[src/design/fpAddSubPkg.sv]
package fpAddSubPkg;

	localparam int expWidth = 5;      // Exponent field
	localparam int mantWidth = 10;    // Stored mantissa, hidden bit not counted
	localparam int dataWidth = 16;    // Sign, exponent, mantissa
	localparam int expBias = 15;
	localparam int expMax = 31;       // Infinity and NaN exponent
	localparam logic [dataWidth-1:0] qNaN = 16'h7E00; // Only NaN ever produced
	localparam int pipeLatency = 5;   // One cycle per registered stage

	typedef logic [dataWidth-1:0] fpWordT;
	typedef logic [expWidth-1:0] expT;
	typedef logic signed [expWidth+1:0] expWideT;  // Room for carry and large left shifts
	typedef logic [mantWidth+3:0] sigT;            // Hidden, mantissa, guard, round, sticky
	typedef logic [mantWidth+4:0] sumT;            // sigT plus carry out
	typedef logic [4:0] inExcT;  // nanA, nanB, inf minus inf, infA, infB
	typedef logic [4:0] flagT;   // Overflow, Underflow, DivideByZero, Invalid, Inexact

	typedef struct packed {
		logic valid;
		logic sign;      // Sign of larger operand
		logic effSub;    // Signs differ after subtract applied
		expT exp;        // Exponent of larger operand
		expT expDiff;
		sigT bigSig;
		sigT smallSig;
		inExcT inExc;
	} unpackStageT;

	typedef struct packed {
		logic valid;
		logic sign;
		logic effSub;
		expT exp;
		sigT bigSig;
		sigT smallSig;   // Aligned, sticky in bit 0
		inExcT inExc;
	} alignStageT;

	typedef struct packed {
		logic valid;
		logic sign;
		expT exp;
		sumT sum;
		inExcT inExc;
	} sumStageT;

	typedef struct packed {
		logic valid;
		logic sign;
		expWideT exp;
		sigT sig;        // Hidden bit at MSB unless zero
		inExcT inExc;
		logic zero;      // Exact cancellation or both operands zero
	} normStageT;

	typedef struct packed {
		logic valid;
		fpWordT z;       // Rounded or substituted result
		logic negE;      // Exponent fell below smallest normal
		logic r;         // Round bit
		logic s;         // Sticky bit
		inExcT inExc;
		logic eof;       // Exponent overflow
	} roundOutT;

endpackage

[src/design/fpAddSubUnpack.sv]
module fpAddSubUnpack (
	input  logic                     clk,
	input  logic                     arstN,
	input  logic                     inValid,
	input  fpAddSubPkg::fpWordT      a,
	input  fpAddSubPkg::fpWordT      b,
	input  logic                     subtract,
	output fpAddSubPkg::unpackStageT stage
);
	import fpAddSubPkg::*;

	logic signA, signB;
	expT expA, expB;
	logic zeroA, zeroB, infA, infB, nanA, nanB;
	logic [dataWidth-2:0] magA, magB;  // Exponent and mantissa, zero when subnormal
	sigT sigA, sigB;
	logic swap;
	unpackStageT nxt;

	assign signA = a[dataWidth-1];
	assign signB = b[dataWidth-1] ^ subtract;  // a - b is a + (-b)
	assign expA = a[dataWidth-2 -: expWidth];
	assign expB = b[dataWidth-2 -: expWidth];

	// Subnormals read as zero
	assign zeroA = (expA == '0);
	assign zeroB = (expB == '0);
	assign infA = (expA == expT'(expMax)) && (a[mantWidth-1:0] == '0);
	assign infB = (expB == expT'(expMax)) && (b[mantWidth-1:0] == '0);
	assign nanA = (expA == expT'(expMax)) && (a[mantWidth-1:0] != '0);
	assign nanB = (expB == expT'(expMax)) && (b[mantWidth-1:0] != '0);

	assign magA = zeroA ? '0 : a[dataWidth-2:0];
	assign magB = zeroB ? '0 : b[dataWidth-2:0];
	assign sigA = zeroA ? '0 : {1'b1, a[mantWidth-1:0], 3'b000};  // GRS start clear
	assign sigB = zeroB ? '0 : {1'b1, b[mantWidth-1:0], 3'b000};

	// Equal magnitudes keep a on top
	assign swap = (magB > magA);

	always_comb begin
		nxt.valid = inValid;
		nxt.effSub = signA ^ signB;
		nxt.inExc = {nanA, nanB, infA & infB & nxt.effSub, infA, infB};
		if (swap) begin
			nxt.sign = signB;
			nxt.exp = magB[dataWidth-2 -: expWidth];
			nxt.expDiff = magB[dataWidth-2 -: expWidth] - magA[dataWidth-2 -: expWidth];
			nxt.bigSig = sigB;
			nxt.smallSig = sigA;
		end else begin
			nxt.sign = signA;
			nxt.exp = magA[dataWidth-2 -: expWidth];
			nxt.expDiff = magA[dataWidth-2 -: expWidth] - magB[dataWidth-2 -: expWidth];
			nxt.bigSig = sigA;
			nxt.smallSig = sigB;
		end
	end

	always_ff @(posedge clk or negedge arstN) begin
		if (!arstN)
			stage <= '0;
		else
			stage <= nxt;
	end

endmodule

[src/design/fpAddSubAlign.sv]
module fpAddSubAlign (
	input  logic                     clk,
	input  logic                     arstN,
	input  fpAddSubPkg::unpackStageT stageIn,
	output fpAddSubPkg::alignStageT  stage
);
	import fpAddSubPkg::*;

	logic [3:0] shAmt;
	sigT shifted;
	sigT lostMask;   // Bits that fall off the bottom
	logic sticky;
	alignStageT nxt;

	// Past 14 places everything lands in sticky anyway
	assign shAmt = (stageIn.expDiff > 5'd14) ? 4'd14 : stageIn.expDiff[3:0];
	assign shifted = stageIn.smallSig >> shAmt;
	assign lostMask = ~({$bits(sigT){1'b1}} << shAmt);
	assign sticky = |(stageIn.smallSig & lostMask);

	always_comb begin
		nxt.valid = stageIn.valid;
		nxt.sign = stageIn.sign;
		nxt.effSub = stageIn.effSub;
		nxt.exp = stageIn.exp;
		nxt.bigSig = stageIn.bigSig;
		nxt.smallSig = {shifted[$bits(sigT)-1:1], shifted[0] | sticky};  // Fold lost bits
		nxt.inExc = stageIn.inExc;
	end

	always_ff @(posedge clk or negedge arstN) begin
		if (!arstN)
			stage <= '0;
		else
			stage <= nxt;
	end

endmodule

[src/design/fpAddSubExecute.sv]
module fpAddSubExecute (
	input  logic                    clk,
	input  logic                    arstN,
	input  fpAddSubPkg::alignStageT stageIn,
	output fpAddSubPkg::sumStageT   stage
);
	import fpAddSubPkg::*;

	sumT bigExt, smallExt;
	sumStageT nxt;

	assign bigExt = sumT'(stageIn.bigSig);
	assign smallExt = sumT'(stageIn.smallSig);

	always_comb begin
		nxt.valid = stageIn.valid;
		nxt.sign = stageIn.sign;  // Big operand decides, difference never negative
		nxt.exp = stageIn.exp;
		nxt.inExc = stageIn.inExc;
		if (stageIn.effSub)
			nxt.sum = bigExt - smallExt;   // Sticky acts as borrow hint
		else
			nxt.sum = bigExt + smallExt;   // MSB is carry out
	end

	always_ff @(posedge clk or negedge arstN) begin
		if (!arstN)
			stage <= '0;
		else
			stage <= nxt;
	end

endmodule

[src/design/fpAddSubNormalize.sv]
module fpAddSubNormalize (
	input  logic                   clk,
	input  logic                   arstN,
	input  fpAddSubPkg::sumStageT  stageIn,
	output fpAddSubPkg::normStageT stage
);
	import fpAddSubPkg::*;

	logic [3:0] lzCount;  // 14 means no bit set
	sigT low;             // Sum without carry bit
	normStageT nxt;

	assign low = stageIn.sum[$bits(sigT)-1:0];

	// Highest set bit wins, loop runs upward
	always_comb begin
		lzCount = 4'd14;
		for (int i = 0; i < $bits(sigT); i++) begin
			if (low[i])
				lzCount = 4'($bits(sigT) - 1 - i);
		end
	end

	always_comb begin
		nxt.valid = stageIn.valid;
		nxt.inExc = stageIn.inExc;
		nxt.sign = stageIn.sign;
		nxt.zero = 1'b0;
		if (stageIn.sum[$bits(sumT)-1]) begin
			// Carry out, one place right, keep sticky
			nxt.sig = {stageIn.sum[$bits(sumT)-1:2], |stageIn.sum[1:0]};
			nxt.exp = expWideT'(stageIn.exp) + expWideT'(1);
		end else if (lzCount == 4'd14) begin
			// Nothing left, round to nearest gives +0
			nxt.sign = 1'b0;
			nxt.sig = '0;
			nxt.exp = '0;
			nxt.zero = 1'b1;
		end else begin
			nxt.sig = low << lzCount;
			nxt.exp = expWideT'(stageIn.exp) - expWideT'(lzCount);  // May go negative
		end
	end

	always_ff @(posedge clk or negedge arstN) begin
		if (!arstN)
			stage <= '0;
		else
			stage <= nxt;
	end

endmodule

[src/design/fpAddSubRound.sv]
module fpAddSubRound (
	input  logic                   clk,
	input  logic                   arstN,
	input  fpAddSubPkg::normStageT stageIn,
	output fpAddSubPkg::roundOutT  stage
);
	import fpAddSubPkg::*;

	logic guard, roundBit, stickyBit, roundUp;
	logic [mantWidth+1:0] rounded;  // Carry, hidden, mantissa
	logic [mantWidth-1:0] mant;
	expWideT expR;
	roundOutT nxt;

	assign guard = stageIn.sig[2];
	assign roundBit = stageIn.sig[1];
	assign stickyBit = stageIn.sig[0];
	assign roundUp = guard & (roundBit | stickyBit | stageIn.sig[3]);  // Ties to even

	assign rounded = {1'b0, stageIn.sig[$bits(sigT)-1:3]} + (mantWidth+2)'(roundUp);
	// Mantissa carry, value becomes 1.0 at next exponent
	assign mant = rounded[mantWidth+1] ? rounded[mantWidth:1] : rounded[mantWidth-1:0];
	assign expR = stageIn.exp + expWideT'(rounded[mantWidth+1]);

	always_comb begin
		nxt.valid = stageIn.valid;
		nxt.inExc = stageIn.inExc;
		nxt.r = guard;
		nxt.s = roundBit | stickyBit;
		nxt.eof = 1'b0;
		nxt.negE = 1'b0;
		nxt.z = {stageIn.sign, expT'(expR), mant};
		if (|stageIn.inExc[4:2]) begin
			nxt.z = qNaN;                // NaN in, or inf minus inf
			nxt.r = 1'b0;
			nxt.s = 1'b0;
		end else if (|stageIn.inExc[1:0]) begin
			// Infinite operand is always the big one
			nxt.z = {stageIn.sign, expT'(expMax), {mantWidth{1'b0}}};
			nxt.r = 1'b0;
			nxt.s = 1'b0;
		end else if (stageIn.zero) begin
			nxt.z = '0;
		end else if (expR >= expMax) begin
			nxt.eof = 1'b1;
			nxt.z = {stageIn.sign, expT'(expMax), {mantWidth{1'b0}}};
		end else if (expR < 1) begin
			// Flush to signed zero, whole value lost
			nxt.negE = 1'b1;
			nxt.r = 1'b1;
			nxt.z = {stageIn.sign, {(dataWidth-1){1'b0}}};
		end
	end

	always_ff @(posedge clk or negedge arstN) begin
		if (!arstN)
			stage <= '0;
		else
			stage <= nxt;
	end

endmodule

[src/design/fpAddSubException.sv]
module fpAddSubException (
	input  fpAddSubPkg::roundOutT stageIn,
	output fpAddSubPkg::fpWordT   result,
	output fpAddSubPkg::flagT     flags
);
	import fpAddSubPkg::*;

	logic overflow;
	logic underflow;
	logic divideByZero;  // Never raised by add or subtract
	logic invalid;
	logic inexact;

	// Too large, or an infinite operand
	assign overflow = stageIn.eof | stageIn.inExc[1] | stageIn.inExc[0];

	// Too small and something was dropped
	assign underflow = stageIn.negE & (stageIn.r | stageIn.s);

	assign divideByZero = 1'b0;

	assign invalid = |stageIn.inExc[4:2];  // NaN operand or inf minus inf

	// Rounding, overflow or underflow lost precision
	assign inexact = stageIn.r | stageIn.s | overflow | underflow;

	assign result = stageIn.z;
	assign flags = {overflow, underflow, divideByZero, invalid, inexact};

endmodule

[src/design/fpAddSub.sv]
module fpAddSub (
	input  logic                clk,
	input  logic                arstN,
	input  logic                inValid,
	input  fpAddSubPkg::fpWordT a,
	input  fpAddSubPkg::fpWordT b,
	input  logic                subtract,   // 1 for a - b
	output logic                outValid,
	output fpAddSubPkg::fpWordT result,
	output fpAddSubPkg::flagT   flags
);
	import fpAddSubPkg::*;

	unpackStageT unpackStage;
	alignStageT alignStage;
	sumStageT sumStage;
	normStageT normStage;
	roundOutT roundOut;

	// Cycle 1, classify and swap
	fpAddSubUnpack uUnpack (
		.clk      (clk),
		.arstN    (arstN),
		.inValid  (inValid),
		.a        (a),
		.b        (b),
		.subtract (subtract),
		.stage    (unpackStage)
	);

	// Cycle 2
	fpAddSubAlign uAlign (
		.clk     (clk),
		.arstN   (arstN),
		.stageIn (unpackStage),
		.stage   (alignStage)
	);

	// Cycle 3
	fpAddSubExecute uExecute (
		.clk     (clk),
		.arstN   (arstN),
		.stageIn (alignStage),
		.stage   (sumStage)
	);

	// Cycle 4
	fpAddSubNormalize uNormalize (
		.clk     (clk),
		.arstN   (arstN),
		.stageIn (sumStage),
		.stage   (normStage)
	);

	// Cycle 5, last register
	fpAddSubRound uRound (
		.clk     (clk),
		.arstN   (arstN),
		.stageIn (normStage),
		.stage   (roundOut)
	);

	fpAddSubException uException (
		.stageIn (roundOut),
		.result  (result),
		.flags   (flags)
	);

	assign outValid = roundOut.valid;

endmodule

[config.mk]
export PLATFORM = sky130hd
export DESIGN_NAME = fpAddSub
export DESIGN_NICKNAME = d
export VERILOG_FILES = /design/src/design/fpAddSubPkg.sv /design/src/design/fpAddSubUnpack.sv /design/src/design/fpAddSubAlign.sv /design/src/design/fpAddSubExecute.sv /design/src/design/fpAddSubNormalize.sv /design/src/design/fpAddSubRound.sv /design/src/design/fpAddSubException.sv /design/src/design/fpAddSub.sv
export SDC_FILE = /design/constraint.sdc
export NUM_CORES = 1
export LEC_CHECK = 0
export ABC_AREA = 1
export ABC_CLOCK_PERIOD_IN_PS = 7480
export BUFFER_PORTS_ARGS = -buffer_cell sky130_fd_sc_hd__buf_2
export CORE_UTILIZATION = 50
export DETAILED_ROUTE_END_ITERATION = 10
export PLACE_DENSITY_LB_ADDON = 0.1
export SKIP_CTS_REPAIR_TIMING = 1
export SLEW_MARGIN = 20
export SYNTH_ARGS = -nofsm -noshare
export SYNTH_HDL_FRONTEND = slang
export SYNTH_SLANG_ARGS = --single-unit
[constraint.sdc]
create_clock -name clk -period 7.48 [get_ports clk]
set_input_delay 0.374 -clock clk [delete_from_list [all_inputs] [get_ports clk]]
set_output_delay 0.374 -clock clk [all_outputs]
set_load 0.01 [all_outputs]
### After elaboration in Yosys (flattened, before gate mapping)

Cells that the tools add are included.

| storage, ports and cells | value |
|---|---|
| register bits | 169 |
| latch bits | 0 |
| memory bits (writable) | 0 |
| bits in read-only memories | 0 |
| input port bits | 36 |
| output and inout port bits | 22 |
| word-level logic and storage cells | 127 |
| memories | 0 |

| cells by class | value |
|---|---|
| $add $sub $neg | 8 |
| multiply operators | 0 |
| divide/modulo/power cells | 0 |
| order comparisons | 4 |
| eq/ne operators | 3 |
| shift operators | 3 |
| multiplexer cells | 45 |
| bitwise operators | 16 |
| reductions and logical operators | 15 |

Operators with widths:

| operator | count |
|---|---|
| $mux 15 | 4 |
| $mux 4 | 14 |
| $mux 16 | 3 |
| $mux 21 | 2 |
| $mux 38 | 1 |
| $mux 14 | 2 |
| $logic_not 10->1 | 2 |
| $reduce_bool 10->1 | 2 |
| $mux 17 | 1 |
| $add 14x14->15 | 1 |
| $gt 15x15->1 | 1 |
| $sub 14x14->15 | 1 |
| $and 14x14->14 | 1 |
| $not 14->14 | 1 |
| $reduce_or 14->1 | 1 |
| $shl 14x4->14 | 1 |
| $shl 14x4->14 const A | 1 |
| $shr 14x4->14 | 1 |
| $mux 1 | 13 |
| $add 11x1->12 | 1 |
| $eq 5x5->1 const B | 2 |
| $logic_not 5->1 | 2 |
| $mux 10 | 1 |
| $sub 5x5->5 | 2 |
| other kinds (14) | 33 |

### Depth between registers and ports, before layout

| depth | value |
|---|---|
| depth after elaboration | 17 |
| gate-level depth with buffers | 21 |
| depth with buffers taken out | 21 |

### Cells and area by module

From an unflattened synthesis, not the netlist that was laid out.

| second synthesis, totals | value |
|---|---|
| cell total of the unflattened synthesis | 1321 |
| area total of the unflattened synthesis | 9933.3 µm² |

Modules (own cells, without submodules):

| module | instances | cells each | area each (µm²) | sequential area each (µm²) |
|---|---|---|---|---|
| fpAddSubUnpack | 1 | 335 | 2549.9 | 1001.0 |
| fpAddSubExecute | 1 | 295 | 2010.7 | 675.6 |
| fpAddSubNormalize | 1 | 252 | 1843.0 | 725.7 |
| fpAddSubAlign | 1 | 219 | 1830.5 | 1026.0 |
| fpAddSubRound | 1 | 188 | 1493.9 | 650.6 |
| fpAddSubException | 1 | 32 | 205.2 | 0.0 |

### Worst setup path before layout

OpenSTA, ideal clock, no wires.

| timing path | value |
|---|---|
| path type | reg2reg |
| start | register uNormalize.stage[8] in the netlist's numbering |
| end | register uRound.stage[16] in the netlist's numbering |
| library setup time | 133 ps |
| arrival time | 2494 ps |
| data required time | 7347 ps |
| slack | 4852 ps |
| cell stages (with the launch flop) | 19 |
| path buffers | 0 |
| cells stage by stage | dfrtp_1 nand2_1 nor2_1 nand3_1 nor2_1 inv_1 nor2_1 nand3_1 inv_1 ha_1 ha_1 nand3_1 nor3_1 xor2_1 inv_1 nor2_1 nor3_1 inv_1 nor4_1 |

RTL lines:

| what | RTL line | RTL |
|---|---|---|
| start: declaration | fpAddSubNormalize.sv:5 | `output fpAddSubPkg::normStageT stage` |
| start signal: assignment | fpAddSubNormalize.sv:49 | `stage <= nxt;` |
| end signal: assignment | fpAddSubRound.sv:59 | `stage <= nxt;` |
| end: declaration | fpAddSubRound.sv:5 | `output fpAddSubPkg::roundOutT stage` |

==> impl_metrics.ini <==
[placement]
pre_cts_ws_ns = 3.88
post-dp-hpwl_um = 12800
portBuffers = 56
gp_congestion = 0.889

[timing]
timing.final.ws_setup_ns = 4.19
drv_slew = 0
grt_setup_unrepaired = no
post-route-min-period_ns = 3.29
setup_tns_ns = 0
worst_clock_skew_ns = 0.00897
holdWs_ns = -0.0379
slew_headroom_pct = 39.6
finalCritPeriodShare_pct = 44.0
tightest_slew_ns = 0.906
clock.fmax_mhz = 304
finalSetupViolCount = 0
hold_viol = 24

[drt]
wl_per_cell_um = 13.6
vias = 6403
ant_nets = 0
drt-total-wl_um = 16800
drt_pre_antenna_iters = 7
drt_iter0_markers = 545
viasPerCell = 5.16
drc = 0

[grt]
grt_max_degree = 85
grt_use_total_pct = 20.8
grt_first_pass_wirelength_um = 28600
grt_pass1_vias = 5999
antenna_found_initial = 0
gr-total-overflow = 0

[clock_network]
clk_latency_ns = 0.42
cts.sinks = 160
clock_path_buffers = 2
cts_tree = built
root_buffer = clkbuf_16
htreeDepth = 4
cts_inserted_buffers = 17
clkTransAtPathRegs_ns = 0.07

[critical_path]
crit_required_ns = 7.81
critPathMaxFanout = 6
end_kind = register
critical_path_class = reg -> reg
r2r-end = uRound.stage[14]$_DFF_PN0_
r2r_cells = 18
reg2reg_slack_ns = 4.19
start_kind = register
crit_arrival_ns = 3.62
rr_startpoint = uNormalize.stage[8]$_DFF_PN0_

[synth]
syn_area_um2 = 8400
yosys_warnings = 0
synth-seq-cells = 160
yosysSeqAreaShare_pct = 47.7
synthesis.instances = 976
syn_area_per_cell_um2 = 8.61
synth_cell_types = 50
synth_nets = 1055

[floorplanning]
die_h_um = 132
io_pins = 58
die_area_um2 = 17300
initial_utilization_pct = 51.0
num_rows = 47
die_x_um = 132
core_um2 = 16500

[cells_and_area]
layout-drive-gt1-share_pct = 11.2
area_growth_pct = 11.2
fillers = 1456
antenna_cells = 0
fin_nets = 1086
utilization_pct = 56.7

[power_and_ir_drop]
power_density_nw_per_um2 = 374
ir_worst_vdd_v = 0.000178
power.leakage_nw = 4.78

[status]
status = finished with violations
violations = hold timing

[min_path]
hold_path_class = in -> async

[flow_run]
cap_violations = 0
==> through the flow <==
step | cell area, um2 | power (W) | std cells
floorplan | 8400 | 0.00234 | 976
global placement | 8700 | 0.00261 | 1208
detailed placement | 8700 | 0.00261 | 1208
CTS | 9340 | 0.00351 | 1240
global route | 9340 | 0.00378 | 1240
finish | 9340 | 0.00349 | 1240
==> worst max path at each step <==
| stage | from | cells after the start | end |
|---|---|---|---|
| final | uNormalize.stage[8]$_DFF_PN0_ | 18 | uRound.stage[14]$_DFF_PN0_ |
| after global routing | uNormalize.stage[8]$_DFF_PN0_ | 18 | uRound.stage[12]$_DFF_PN0_ |
| after CTS | uNormalize.stage[8]$_DFF_PN0_ | 18 | uRound.stage[14]$_DFF_PN0_ |
| after detailed placement | b[13] | 14 | uUnpack.stage[32]$_DFF_PN0_ |
| after global placement | b[13] | 14 | uUnpack.stage[32]$_DFF_PN0_ |
| after floorplan | uNormalize.stage[8]$_DFF_PN0_ | 18 | uRound.stage[16]$_DFF_PN0_ |
==> report_power, final <==
part	switching [W]	leakage [nW]	internal, W
registers	0.000148	1.95	0.00108
clock network	0.000420	0.307	0.000467
logic	0.000878	2.52	0.000499
total	0.00145	4.78	0.00205
==> cell families (layout without fill, tap and decap cells) <==
| family | after synthesis | in the layout | synth area share, % |
|---|---|---|---|
| AO/OA/AOI/OAI | 155 | 155 | 10.6 |
| XOR/XNOR | 43 | 43 | 4.48 |
| adder cells (fa/ha/maj) | 43 | 43 | 6.67 |
| buffers and inverters | 169 | 213 | 8.80 |
| flip-flops | 160 | 160 | 47.7 |
| multiplexers | 10 | 10 | 1.24 |
| other | 1 | 1 | 0.0446 |
| AND/OR/NAND/NOR | 395 | 395 | 20.5 |
==> flip-flops by register name (all words and copies together), names as in the netlist <==
signal and count:
uAlign.stage 38, uUnpack.stage 40, uExecute.stage 27, uNormalize.stage 29, uRound.stage 26
==> final cells by class <==
| type | count | area, um2 | area share (%) |
|---|---|---|---|
| well taps | 220 | 275 | 2.95 |
| clock buffers | 17 | 425 | 4.55 |
| clock inverters | 15 | 214 | 2.29 |
| repair buffers | 58 | 302 | 3.23 |
| multi-input cells | 647 | 3660 | 39.2 |
| inverters | 123 | 462 | 4.94 |
| flip-flops and latches | 160 | 4000 | 42.9 |
==> critical path: stages, from the launching register on <==
cell and delay, ns:
dfrtp_1 0.35, nand2_1 0.09, nor2_1 0.20, nand3_1 0.12, nor2_1 0.14, inv_1 0.09, nor2_1 0.12, nand3_1 0.14
inv_1 0.09, ha_1 0.18, ha_1 0.19, nand3_1 0.12, xor2_1 0.26, nor2_1 0.08, a21oi_1 0.14, nor2_1 0.11
nor3_1 0.35, inv_1 0.19, a211oi_1 0.21
==> routing by layer <==
metal  track usage (%)  wire length (um)  vias to the layer above
li1                  -                 -                     3261
met2              32.3              7830                      183
met5                 0                 0                        -
met1              29.1              7930                     2943
met4              7.75               242                        0
met3              3.78               803                       16
==> cells in the mapped netlist, drive strengths merged <==
| master | n | share of area (%) |
|---|---|---|
| mux2i | 7 | 0.83 |
| a31oi | 3 | 0.22 |
| nand4 | 16 | 1.2 |
| clkinv | 2 | 0.089 |
| o21ai | 61 | 3.7 |
| conb | 1 | 0.045 |
| fa | 3 | 0.71 |
| or2 | 4 | 0.30 |
| or3 | 1 | 0.075 |
| xnor2 | 9 | 0.94 |
| clkbuf | 16 | 0.71 |
| or3b | 1 | 0.10 |
| a21o | 2 | 0.18 |
| o211ai | 2 | 0.18 |
| o211a | 1 | 0.12 |
| nor3 | 16 | 1.0 |
| buf | 30 | 2.6 |
| o21bai | 3 | 0.27 |
| nand2 | 183 | 8.3 |
| nor3b | 1 | 0.089 |
| nand3 | 77 | 4.8 |
| dfrtp | 160 | 48 |
| xor2 | 34 | 3.5 |
| o22ai | 13 | 0.97 |
| inv | 121 | 5.4 |
| nand3b | 1 | 0.089 |
| mux2 | 3 | 0.40 |
| a211o | 1 | 0.10 |
| nor2 | 85 | 3.9 |
| o311ai | 2 | 0.21 |
| a221oi | 2 | 0.21 |
| a21oi | 52 | 3.3 |
| o221ai | 3 | 0.31 |
| a211oi | 4 | 0.36 |
| and3 | 3 | 0.22 |
| ha | 40 | 6.0 |
| o31ai | 6 | 0.54 |
| nor4 | 7 | 0.52 |
==> cell usage in the layout, fill, tap and decap left out, types with 4 or more instances in the layout <==
| master | count |
|---|---|
| nand2_1 | 180 |
| dfrtp_1 | 160 |
| inv_1 | 115 |
| nor2_1 | 83 |
| nand3_1 | 74 |
| o21ai_0 | 56 |
| buf_2 | 55 |
| a21oi_1 | 50 |
| ha_1 | 40 |
| xor2_1 | 34 |
| clkbuf_16 | 17 |
| nand4_1 | 16 |
| nor3_1 | 15 |
| o22ai_1 | 13 |
| xnor2_1 | 9 |
| nor4_1 | 7 |
| mux2i_1 | 7 |
| inv_2 | 6 |
| o31ai_1 | 6 |
| clkinv_8 | 6 |
| o21ai_1 | 4 |
| a211oi_1 | 4 |
| inv_12 | 4 |
Power figures use the tool's default switching activity.
